### src/design/cpl_config.svh
`ifndef CPL_CONFIG_SVH
`define CPL_CONFIG_SVH

// read completion boundary in bytes
`define CPL_RCB_BYTES 128

// bytes of returned read data per data-valid strobe
`define CPL_BEAT_BYTES 16

// command FIFO counts as full at or above this many used words
`define CPL_CMD_FIFO_LIMIT 8

// widths
`define CPL_BUFF_ADDR_W 9
`define CPL_BCNT_W 13
`define CPL_CREDIT_W 11

// largest wrapped credit difference still taken as enough data
`define CPL_CREDIT_WINDOW 1024

`endif
### src/design/cpl_pkg.sv
`include "cpl_config.svh"

package cpl_pkg;

  // word popped from the pending-read FIFO
  typedef struct packed {
    logic        unsup;
    logic [3:0]  lbe;
    logic [2:0]  tc;
    logic [1:0]  attr;
    logic [3:0]  fbe;
    logic [10:0] dw_len;
    logic [15:0] req_id;
    logic        flush;
    logic [4:0]  dw_addr;
    logic [1:0]  rsvd;
    logic [7:0]  tag;
  } pndg_rd_t;

  // request fields after decode
  typedef struct packed {
    logic [7:0]             tag;
    logic [15:0]            req_id;
    logic [1:0]             attr;
    logic [2:0]             tc;
    logic [`CPL_BCNT_W-1:0] total_bytes;
    logic [7:0]             rcb_bytes;
    logic [6:0]             lower_addr;
    logic [2:0]             first_trim;
    logic [2:0]             last_trim;
  } rd_info_t;

  // completion header as written to the command FIFO
  typedef struct packed {
    logic [2:0]  rsvd_hi;
    logic [1:0]  attr;
    logic [8:0]  dw_len;
    logic [2:0]  tc;
    logic [11:0] byte_cnt;
    logic        flush;
    logic        one;
    logic [3:0]  rsvd_mid;
    logic [31:0] rsvd_dw;
    logic        unsup;
    logic [15:0] req_id;
    logic [7:0]  tag;
    logic [6:0]  lower_addr;
  } cpl_hdr_t;

  typedef enum logic [3:0] {
    IDLE, RD_FIFO, LD_BCNT, WAIT_DATA,
    WAIT_FIRST, WAIT_MAX, WAIT_LAST,
    PIPE_FIRST, PIPE_MAX, PIPE_LAST,
    SEND_FIRST, SEND_MAX, SEND_LAST,
    DONE
  } txresp_state_e;

endpackage

### src/design/tlp_txresp_cntrl.sv
`timescale 1ns/1ps

`include "cpl_config.svh"

module tlp_txresp_cntrl (
  input  logic                        AvlClk_i,
  input  logic                        Rstn_i,
  input  logic                        pndg_empty_i,
  input  cpl_pkg::pndg_rd_t           pndg_dat_i,
  output logic                        pndg_rd_req_o,
  input  logic                        rd_data_valid_i,
  input  logic                        cmd_fifo_busy_i,
  input  logic [3:0]                  cmd_fifo_usedw_i,
  input  logic [31:0]                 dev_csr_i,
  output cpl_pkg::cpl_hdr_t           cpl_hdr_o,
  output logic                        cpl_wr_o,
  output logic [`CPL_BUFF_ADDR_W-1:0] cpl_ram_wr_addr_o,
  output logic                        txresp_idle_o
);

  import cpl_pkg::*;

  rd_info_t               rd_info;
  logic                   first_cpl;
  logic                   need_load;
  logic [`CPL_BCNT_W-1:0] need_bytes;
  logic                   payload_ok;

  pndg_rd_decode u_decode (
    .pndg_dat_i  (pndg_dat_i),
    .first_cpl_i (first_cpl),
    .info_o      (rd_info)
  );

  cpl_split_fsm u_split (
    .AvlClk_i         (AvlClk_i),
    .Rstn_i           (Rstn_i),
    .pndg_empty_i     (pndg_empty_i),
    .cmd_fifo_busy_i  (cmd_fifo_busy_i),
    .cmd_fifo_usedw_i (cmd_fifo_usedw_i),
    .dev_csr_i        (dev_csr_i),
    .info_i           (rd_info),
    .payload_ok_i     (payload_ok),
    .pndg_rd_req_o    (pndg_rd_req_o),
    .first_cpl_o      (first_cpl),
    .need_load_o      (need_load),
    .need_bytes_o     (need_bytes),
    .cpl_wr_o         (cpl_wr_o),
    .cpl_hdr_o        (cpl_hdr_o),
    .txresp_idle_o    (txresp_idle_o)
  );

  // header write doubles as the credit consume strobe
  payload_credit u_credit (
    .AvlClk_i          (AvlClk_i),
    .Rstn_i            (Rstn_i),
    .rd_data_valid_i   (rd_data_valid_i),
    .need_load_i       (need_load),
    .need_bytes_i      (need_bytes),
    .cpl_sent_i        (cpl_wr_o),
    .payload_ok_o      (payload_ok),
    .cpl_ram_wr_addr_o (cpl_ram_wr_addr_o)
  );

endmodule

### src/design/payload_credit.sv
`timescale 1ns/1ps

`include "cpl_config.svh"

module payload_credit (
  input  logic                        AvlClk_i,
  input  logic                        Rstn_i,
  input  logic                        rd_data_valid_i,
  input  logic                        need_load_i,
  input  logic [`CPL_BCNT_W-1:0]      need_bytes_i,
  input  logic                        cpl_sent_i,
  output logic                        payload_ok_o,
  output logic [`CPL_BUFF_ADDR_W-1:0] cpl_ram_wr_addr_o
);

  localparam int CREDIT_W   = `CPL_CREDIT_W;
  localparam int BEAT_BYTES = `CPL_BEAT_BYTES;
  localparam int WINDOW     = `CPL_CREDIT_WINDOW;

  logic [CREDIT_W-1:0]         limit_q;
  logic [CREDIT_W-1:0]         consumed_q;
  logic [CREDIT_W-1:0]         required_q;
  logic [CREDIT_W-1:0]         avail;
  logic [`CPL_BUFF_ADDR_W-1:0] buff_addr_q;
  logic                        ok_q;

  // all counters wrap, only differences matter
  always_ff @(posedge AvlClk_i or negedge Rstn_i)
  begin
    if (!Rstn_i)
    begin
      limit_q     <= '0;
      consumed_q  <= '0;
      required_q  <= '0;
      buff_addr_q <= '0;
      ok_q        <= 1'b0;
    end
    else
    begin
      if (rd_data_valid_i)
      begin
        limit_q     <= limit_q + CREDIT_W'(BEAT_BYTES);
        buff_addr_q <= buff_addr_q + 1'b1;
      end
      if (cpl_sent_i)
      begin
        consumed_q <= consumed_q + need_bytes_i[CREDIT_W-1:0];
      end
      if (need_load_i)
      begin
        required_q <= consumed_q + need_bytes_i[CREDIT_W-1:0];
      end
      // held low while a new requirement is being loaded
      ok_q <= (avail <= CREDIT_W'(WINDOW)) && !need_load_i;
    end
  end

  assign avail = limit_q - required_q;

  assign payload_ok_o      = ok_q;
  assign cpl_ram_wr_addr_o = buff_addr_q;

  // the splitter only sends once its data has been credited
  a_sent_covered: assert property (
    @(posedge AvlClk_i) disable iff (!Rstn_i)
    cpl_sent_i |-> payload_ok_o
  ) else $error("completion sent without enough returned data");

endmodule

### src/design/cpl_split_fsm.sv
`timescale 1ns/1ps

`include "cpl_config.svh"

module cpl_split_fsm (
  input  logic                   AvlClk_i,
  input  logic                   Rstn_i,
  input  logic                   pndg_empty_i,
  input  logic                   cmd_fifo_busy_i,
  input  logic [3:0]             cmd_fifo_usedw_i,
  input  logic [31:0]            dev_csr_i,
  input  cpl_pkg::rd_info_t      info_i,
  input  logic                   payload_ok_i,
  output logic                   pndg_rd_req_o,
  output logic                   first_cpl_o,
  output logic                   need_load_o,
  output logic [`CPL_BCNT_W-1:0] need_bytes_o,
  output logic                   cpl_wr_o,
  output cpl_pkg::cpl_hdr_t      cpl_hdr_o,
  output logic                   txresp_idle_o
);

  import cpl_pkg::*;

  localparam int BCNT_W     = `CPL_BCNT_W;
  localparam int FIFO_LIMIT = `CPL_CMD_FIFO_LIMIT;

  txresp_state_e     state_q;
  txresp_state_e     state_d;
  rd_info_t          info_q;
  logic              first_q;
  logic [BCNT_W-1:0] curr_bcnt_q;
  logic [BCNT_W-1:0] cpl_bytes_q;
  logic [BCNT_W-1:0] cpl_bytes_d;
  logic [BCNT_W-1:0] remain_q;
  logic [BCNT_W-1:0] max_payload;
  logic [BCNT_W-1:0] rcb_bytes;
  logic              cmd_ok;
  logic              in_pipe;
  logic              send_go;

  // device control max payload size, 000 is 128 bytes
  assign max_payload = (dev_csr_i[7:5] == 3'b000) ? BCNT_W'(128) : BCNT_W'(256);
  assign rcb_bytes   = BCNT_W'(info_q.rcb_bytes);

  assign cmd_ok  = !cmd_fifo_busy_i && (cmd_fifo_usedw_i < 4'(FIFO_LIMIT));
  assign in_pipe = (state_q == PIPE_FIRST) || (state_q == PIPE_MAX) ||
                   (state_q == PIPE_LAST);
  assign send_go = in_pipe && payload_ok_i && cmd_ok;

  always_ff @(posedge AvlClk_i or negedge Rstn_i)
  begin
    if (!Rstn_i)
    begin
      state_q <= IDLE;
    end
    else
    begin
      state_q <= state_d;
    end
  end

  always_comb
  begin
    state_d     = state_q;
    cpl_bytes_d = cpl_bytes_q;
    case (state_q)
      IDLE:
      begin
        if (!pndg_empty_i)
        begin
          state_d = RD_FIFO;
        end
      end
      RD_FIFO:    state_d = LD_BCNT;
      LD_BCNT:    state_d = WAIT_DATA;
      WAIT_DATA:
      begin
        // pick the next completion size, held off while the command FIFO is full
        if (cmd_ok)
        begin
          if (first_q && (curr_bcnt_q > rcb_bytes))
          begin
            state_d     = WAIT_FIRST;
            cpl_bytes_d = rcb_bytes;
          end
          else if (!first_q && (curr_bcnt_q > max_payload))
          begin
            state_d     = WAIT_MAX;
            cpl_bytes_d = max_payload;
          end
          else
          begin
            state_d     = WAIT_LAST;
            cpl_bytes_d = curr_bcnt_q;
          end
        end
      end
      WAIT_FIRST: state_d = PIPE_FIRST;
      WAIT_MAX:   state_d = PIPE_MAX;
      WAIT_LAST:  state_d = PIPE_LAST;
      PIPE_FIRST:
      begin
        if (send_go)
        begin
          state_d = SEND_FIRST;
        end
      end
      PIPE_MAX:
      begin
        if (send_go)
        begin
          state_d = SEND_MAX;
        end
      end
      PIPE_LAST:
      begin
        if (send_go)
        begin
          state_d = SEND_LAST;
        end
      end
      SEND_FIRST: state_d = WAIT_DATA;
      SEND_MAX:   state_d = WAIT_DATA;
      SEND_LAST:  state_d = DONE;
      DONE:       state_d = IDLE;
      default:    state_d = IDLE;
    endcase
  end

  // set for the first completion of each request
  always_ff @(posedge AvlClk_i or negedge Rstn_i)
  begin
    if (!Rstn_i)
    begin
      first_q <= 1'b0;
    end
    else if (state_q == LD_BCNT)
    begin
      first_q <= 1'b1;
    end
    else if (state_q == SEND_FIRST)
    begin
      first_q <= 1'b0;
    end
  end

  // bytes still to be completed for this request
  always_ff @(posedge AvlClk_i or negedge Rstn_i)
  begin
    if (!Rstn_i)
    begin
      curr_bcnt_q <= '0;
    end
    else if (state_q == LD_BCNT)
    begin
      curr_bcnt_q <= info_i.total_bytes;
    end
    else if ((state_q == SEND_FIRST) || (state_q == SEND_MAX) || (state_q == SEND_LAST))
    begin
      curr_bcnt_q <= curr_bcnt_q - cpl_bytes_q;
    end
  end

  // request fields, first trim and lower address only hold for the first completion
  always_ff @(posedge AvlClk_i)
  begin
    if (state_q == LD_BCNT)
    begin
      info_q <= info_i;
    end
    else if (state_q == SEND_FIRST)
    begin
      info_q.first_trim <= 3'd0;
      info_q.lower_addr <= 7'd0;
    end
  end

  always_ff @(posedge AvlClk_i)
  begin
    cpl_bytes_q <= cpl_bytes_d;
    remain_q    <= curr_bcnt_q - BCNT_W'(info_q.first_trim) - BCNT_W'(info_q.last_trim);
  end

  always_comb
  begin
    cpl_hdr_o            = '0;
    cpl_hdr_o.attr       = info_q.attr;
    cpl_hdr_o.dw_len     = cpl_bytes_q[10:2];
    cpl_hdr_o.tc         = info_q.tc;
    cpl_hdr_o.byte_cnt   = remain_q[11:0];
    cpl_hdr_o.one        = 1'b1;
    cpl_hdr_o.req_id     = info_q.req_id;
    cpl_hdr_o.tag        = info_q.tag;
    cpl_hdr_o.lower_addr = info_q.lower_addr;
  end

  assign cpl_wr_o      = send_go;
  assign pndg_rd_req_o = (state_q == RD_FIFO);
  assign first_cpl_o   = (state_q == LD_BCNT) || first_q;
  assign need_load_o   = (state_q == WAIT_FIRST) || (state_q == WAIT_MAX) ||
                         (state_q == WAIT_LAST);
  assign need_bytes_o  = cpl_bytes_q;
  assign txresp_idle_o = (state_q == IDLE) && pndg_empty_i;

  // header writes only go to an open command FIFO
  a_wr_not_busy: assert property (
    @(posedge AvlClk_i) disable iff (!Rstn_i)
    cpl_wr_o |-> !cmd_fifo_busy_i
  ) else $error("header write while the command FIFO is busy");

  a_state_legal: assert property (
    @(posedge AvlClk_i) disable iff (!Rstn_i)
    state_q <= DONE
  ) else $error("splitter state out of range");

endmodule

### src/design/pndg_rd_decode.sv
`timescale 1ns/1ps

`include "cpl_config.svh"

module pndg_rd_decode (
  input  cpl_pkg::pndg_rd_t pndg_dat_i,
  input  logic              first_cpl_i,
  output cpl_pkg::rd_info_t info_o
);

  localparam int RCB_BYTES = `CPL_RCB_BYTES;

  logic [6:0] rd_addr;
  logic [1:0] fbe_offs;
  logic [2:0] first_trim;
  logic [2:0] last_trim;

  // dword aligned low address of the request
  assign rd_addr = {pndg_dat_i.dw_addr, 2'b00};

  // byte offset of the first enabled byte
  always_comb
  begin
    casez (pndg_dat_i.fbe)
      4'b???1: fbe_offs = 2'd0;
      4'b??10: fbe_offs = 2'd1;
      4'b?100: fbe_offs = 2'd2;
      4'b1000: fbe_offs = 2'd3;
      default: fbe_offs = 2'd0;
    endcase
  end

  // disabled bytes in the first dword, only for the first completion
  always_comb
  begin
    if (!first_cpl_i)
    begin
      first_trim = 3'd0;
    end
    else
    begin
      case (pndg_dat_i.fbe)
        4'b0001, 4'b0010, 4'b0100, 4'b1000: first_trim = 3'd3;
        4'b0011, 4'b0110, 4'b1100:          first_trim = 3'd2;
        4'b0111, 4'b1110:                   first_trim = 3'd1;
        default:                            first_trim = 3'd0;
      endcase
    end
  end

  // disabled upper bytes in the last dword
  always_comb
  begin
    case (pndg_dat_i.lbe)
      4'b0111: last_trim = 3'd1;
      4'b0011: last_trim = 3'd2;
      4'b0001: last_trim = 3'd3;
      default: last_trim = 3'd0;
    endcase
  end

  assign info_o.tag         = pndg_dat_i.tag;
  assign info_o.req_id      = pndg_dat_i.req_id;
  assign info_o.attr        = pndg_dat_i.attr;
  assign info_o.tc          = pndg_dat_i.tc;
  assign info_o.total_bytes = {pndg_dat_i.dw_len, 2'b00};
  assign info_o.rcb_bytes   = 8'(RCB_BYTES) - {1'b0, rd_addr};
  assign info_o.lower_addr  = {pndg_dat_i.dw_addr, fbe_offs};
  assign info_o.first_trim  = first_trim;
  assign info_o.last_trim   = last_trim;

  // a multi-dword read always enables at least one byte of its first dword
  always_comb
  begin
    if (pndg_dat_i.dw_len > 11'd1)
    begin
      assert (pndg_dat_i.fbe != 4'b0000)
        else $error("pending read with length %0d has no first byte enable",
                    pndg_dat_i.dw_len);
    end
  end

endmodule

### config.mk
export PLATFORM = sky130hd
export DESIGN_NAME = tlp_txresp_cntrl
export DESIGN_NICKNAME = d
export VERILOG_FILES = /design/src/design/cpl_pkg.sv /design/src/design/tlp_txresp_cntrl.sv /design/src/design/payload_credit.sv /design/src/design/cpl_split_fsm.sv /design/src/design/pndg_rd_decode.sv
export VERILOG_INCLUDE_DIRS = /design/src /design/src/design
export SDC_FILE = /design/constraint.sdc
export NUM_CORES = 1
export LEC_CHECK = 0
export ABC_AREA = 0
export BUFFER_PORTS_ARGS = -buffer_cell sky130_fd_sc_hd__buf_4
export CAP_MARGIN = 25
export CORE_MARGIN = 5
export CORE_UTILIZATION = 40
export DETAILED_ROUTE_END_ITERATION = 16
export PLACE_DENSITY = 0.65
export SKIP_LAST_GASP = 1
export SLEW_MARGIN = 15
export SYNTH_ARGS = -nofsm -noshare
export SYNTH_HDL_FRONTEND = slang
export SYNTH_SLANG_ARGS = --single-unit
export TNS_END_PERCENT = 50
### constraint.sdc
create_clock -name AvlClk_i -period 2.69 [get_ports AvlClk_i]
set_input_delay 0.538 -clock AvlClk_i [delete_from_list [all_inputs] [get_ports AvlClk_i]]
set_output_delay 0.538 -clock AvlClk_i [all_outputs]
set_load 0.02 [all_outputs]
==> metrics.md <==
| Metric | Value |
|---|---|
| Fraction of synthesized area in multiplexers | 0.0230 |
| Initial Util | 0.405 |
| Wirelength, routed | 15.0 mm |
| Least-Margin Pin Slew | 771 ps |
| Max_slew headroom | 0.486 |
| Ordered list of cells on the worst path | nor2b_1 -> nand2_1 -> o21ai_0 -> nand2_1 -> inv_2 -> buf_4 |
| Violation count after the first detailed-routing iteration | 242 |
| Placeable Area | 0.0178 sq mm |
| Antenna violations before repair | 0 |
| Nets@finish | 950 |
| Final setup TNS | 0 ps |
| Die height | 144 um |
| CTS tree | done |
| Synth Area in Adders | 0.0891 |
| Final Power | 0.0107 W |
| Count of endpoints failing hold in the final timing report | 0 |
| Number of pins exceeding their max-slew limit in the final report | 0 |
| Layout Cell Area excl Fill | 0.00862 sq mm |
| Count of buffers from port buffering | 130 |
| Share of layout cells above drive strength 1 | 0.235 |
| Router iterations before antenna repair | 4 |
| Xor and xnor fraction of the mapped netlist area | 0.0509 |
| Wire length of the first global-routing pass | 23.5 mm |
| Path type of the worst setup path | flop to output pin |
| Top_reg_cell synth | sky130_fd_sc_hd__edfxtp_1 |
| Vias per inst | 4.76 |
| Final period utilization | 0.905 |
| Floorplan die area | 0.0208 sq mm |
| Endpoint arrival time on the critical path | 1900 ps |
| Maximum operating frequency | 411 MHz |
| Class of the tightest hold or removal check | input port to async pin |
| Outcome | finished, final reports clean |
| Most frequent cells after synthesis | 87 x sky130_fd_sc_hd__buf_4, 65 x sky130_fd_sc_hd__nand2_1, 59 x sky130_fd_sc_hd__edfxtp_1, 57 x sky130_fd_sc_hd__dfrtp_1, 47 x sky130_fd_sc_hd__inv_1 |
| Floorplan die width | 144 um |
| Post-cts gate resize count | 0 |
| Cells after synthesis | 698 |
| Ant diodes | 0 |
| DR vias | 4,978 |
| Area share of and/or/nand/nor cells after synthesis | 0.121 |
| Total number of H-tree levels | 4 |
| Leading post-synthesis cells by cell area | sky130_fd_sc_hd__edfxtp_1 25%, sky130_fd_sc_hd__dfrtp_1 20%, sky130_fd_sc_hd__buf_4 9.0% |
| Clock Pin Slew Worst Setup and Hold Paths | 50 ps |
| Synthesized flop and latch total | 128 |
| Clk Latency, worst-skew pair | 420 ps |
| Area of the mapped netlist | 0.00722 sq mm |
| Total congestion overflow | 0 |
| Worst path most repeated cell | sky130_fd_sc_hd__nand2_1 |
| Largest family of logic cells by synthesized area | buffers and inverters |
| Area leader, netlist | sky130_fd_sc_hd__edfxtp_1 |
| Remaining design rule violation count | 0 |
| Share of the synthesized area in the top cell type | 0.245 |
| Min Tclk post-route | 2430 ps |
| Slowest stage delay, CP | 580 ps |
| Maximum fanout along the worst path | 14 |
| Clock buffer depth | 2 |
| Synthesized area per cell | 10.3 sq um |
| Most used standard cell by instance count after synthesis | sky130_fd_sc_hd__buf_4 |
| Buffers inserted during post-CTS setup optimization | 0 |
| Startpoint types | flop |
| Leakage | 3.92 nW |
| Number of different library cells in the post-synthesis netlist | 55 |
| CP max-delay cell | sky130_fd_sc_hd__dfrtp_1 |
| Largest net degree at the start of global routing | 58 |
| Number of setup violations in the final report | 0 |
| Number of global-route vias before repair | 4,830 |
| Share of synthesized area occupied by flip-flops and latches | 0.476 |
| Worst slack at placement | 307 ps |
| HPWL after DPL | 11.3 mm |
| Number of max-capacitance violations reported | 0 |
| Num rows | 49 |
| Worst vdd ir | 0.000550 V |
| Clock tree root buffer cell | sky130_fd_sc_hd__clkbuf_16 |
| Sort of element at the end of the critical path | output pin |
| Count of flip-flops with a built-in enable after synthesis | 59 |
| Number of hold-repair buffers added at the cts stage | 0 |
| Compound-gate portion of the synthesized area | 0.114 |
| Instance area after placement | 0.00805 sq mm |
| Antenna Nets Post-Route | 0 |
| Data required time at the worst endpoint | 2150 ps |
| GRT Util Overall | 0.144 |
| Power per unit of standard cell area | 1240 mW/mm^2 |
| Post-synthesis async set-or-reset flop share | 0.445 |
| Clock buffer count from CTS | 17 |
| Worst Skew | 6.11 ps |
| Fill count | 1,671 |
| Least setup slack across all paths after layout | 256 ps |
| Unrepaired setup endpoints after global routing | no |
| Layout overhead on the synthesized area | 19.4% |
| Wire length per cell | 14.4 um |
| Sink Count | 128 |
| Worst hold-check slack | 199 ps |
| Yosys warning total | 0 |
| Final GP Congestion | 0.833 |
| Number of top-level pins | 209 |
[kinds of logic after synthesis]
kind of cell,count (synthesis)
mux,15
xor+xnor,42
other cells,2
flops,128
simple gates,185
fa+ha+maj,49
buf+inv,150
compound gates,127
[area by class of cell]
type / instances / area (sq um) / area share
Inverter: 49 / 184 / 0.0213
Clock inverter: 11 / 110 / 0.0128
Sequential cell: 128 / 3440 / 0.399
Timing Repair Buffer: 143 / 1090 / 0.126
Tap cell: 229 / 287 / 0.0332
Multi-Input combinational cell: 464 / 3060 / 0.354
Clock buffer: 21 / 462 / 0.0535
[cells in the final DEF (no fill, tap or decap), types with 7 or more instances in the layout]
cell type,n
sky130_fd_sc_hd__xor2_1,15
sky130_fd_sc_hd__xnor2_1,27
sky130_fd_sc_hd__o21ai_0,38
sky130_fd_sc_hd__dfrtp_1,57
sky130_fd_sc_hd__buf_4,142
sky130_fd_sc_hd__o21a_1,12
sky130_fd_sc_hd__nor3_1,13
sky130_fd_sc_hd__mux2_2,13
sky130_fd_sc_hd__ha_1,45
sky130_fd_sc_hd__edfxtp_1,59
sky130_fd_sc_hd__nand2_1,65
sky130_fd_sc_hd__a21oi_1,28
sky130_fd_sc_hd__inv_1,47
sky130_fd_sc_hd__nor2_1,44
sky130_fd_sc_hd__nand3_1,9
sky130_fd_sc_hd__dfxtp_1,12
sky130_fd_sc_hd__clkbuf_16,18
sky130_fd_sc_hd__or3_1,8
sky130_fd_sc_hd__nand4_1,8
sky130_fd_sc_hd__nor2b_1,10
sky130_fd_sc_hd__conb_1,46
sky130_fd_sc_hd__a211oi_1,7
[through the flow]
| stage | cells | util |
|---|---|---|
| finish | 1045 | 0.483 |
| global route | 1045 | 0.483 |
| CTS | 1045 | 0.483 |
| detailed placement | 1013 | 0.451 |
| global placement | 1013 | 0.451 |
| floorplan | 742 | - |
[per-layer routing]
metal | GRT usage | share of wire | vias up
li1 | - | - | 2513
met1 | 0.187 | 0.44 | 2339
met2 | 0.231 | 0.48 | 107
met3 | 0.0390 | 0.062 | 19
met4 | 0.0565 | 0.018 | 0
met5 | 0 | 0 | -
[power by group]
part	internal [W]	switching, W
Sequential	0.00296	0.000622
Combinational	0.00214	0.00275
Clock	0.00141	0.000827
Total	0.00650	0.00419
[critical path, delay by kind of cell, from the launching register on]
kind	cells	cell delay [ps]
DFF	1	580
and+or+nand+nor	3	570
buffers and inverters	2	240
AOI/OAI and AO/OA	1	80
[state kept, by name, summed over array words and instances, names as in the netlist]
register                    count
u_split.curr_bcnt_q            13
u_credit.payload_ok_o           1
u_credit.required_q            11
u_credit.consumed_q            11
u_split.first_q                 1
u_credit.cpl_ram_wr_addr_o      9
u_split.state_q                 4
u_split.cpl_hdr_o              36
u_split.info_q                 10
u_split.need_bytes_o           13
u_split.remain_q               12
u_credit.limit_q                7
[worst paths after layout]
kind / startpoint / to / slack (ps) / cells past startpoint
setup / recovery: u_split.state_q[3] / cpl_wr_o / 260 / 6
hold / removal: Rstn_i / u_credit.cpl_ram_wr_addr_o[8] / 200 / 1
setup reg to reg: u_split.need_bytes_o[0] / u_split.curr_bcnt_q[12] / 320 / 8
hold reg to reg: u_credit.cpl_ram_wr_addr_o[8] / u_credit.cpl_ram_wr_addr_o[8] / 470 / 1
max in group asynchronous: Rstn_i / u_split.curr_bcnt_q[1] / 1980 / 1
min in group AvlClk_i: pndg_dat_i[24] / u_split.cpl_hdr_o[23] / 290 / 1
Note: power is estimated with default switching activity, not from simulation.
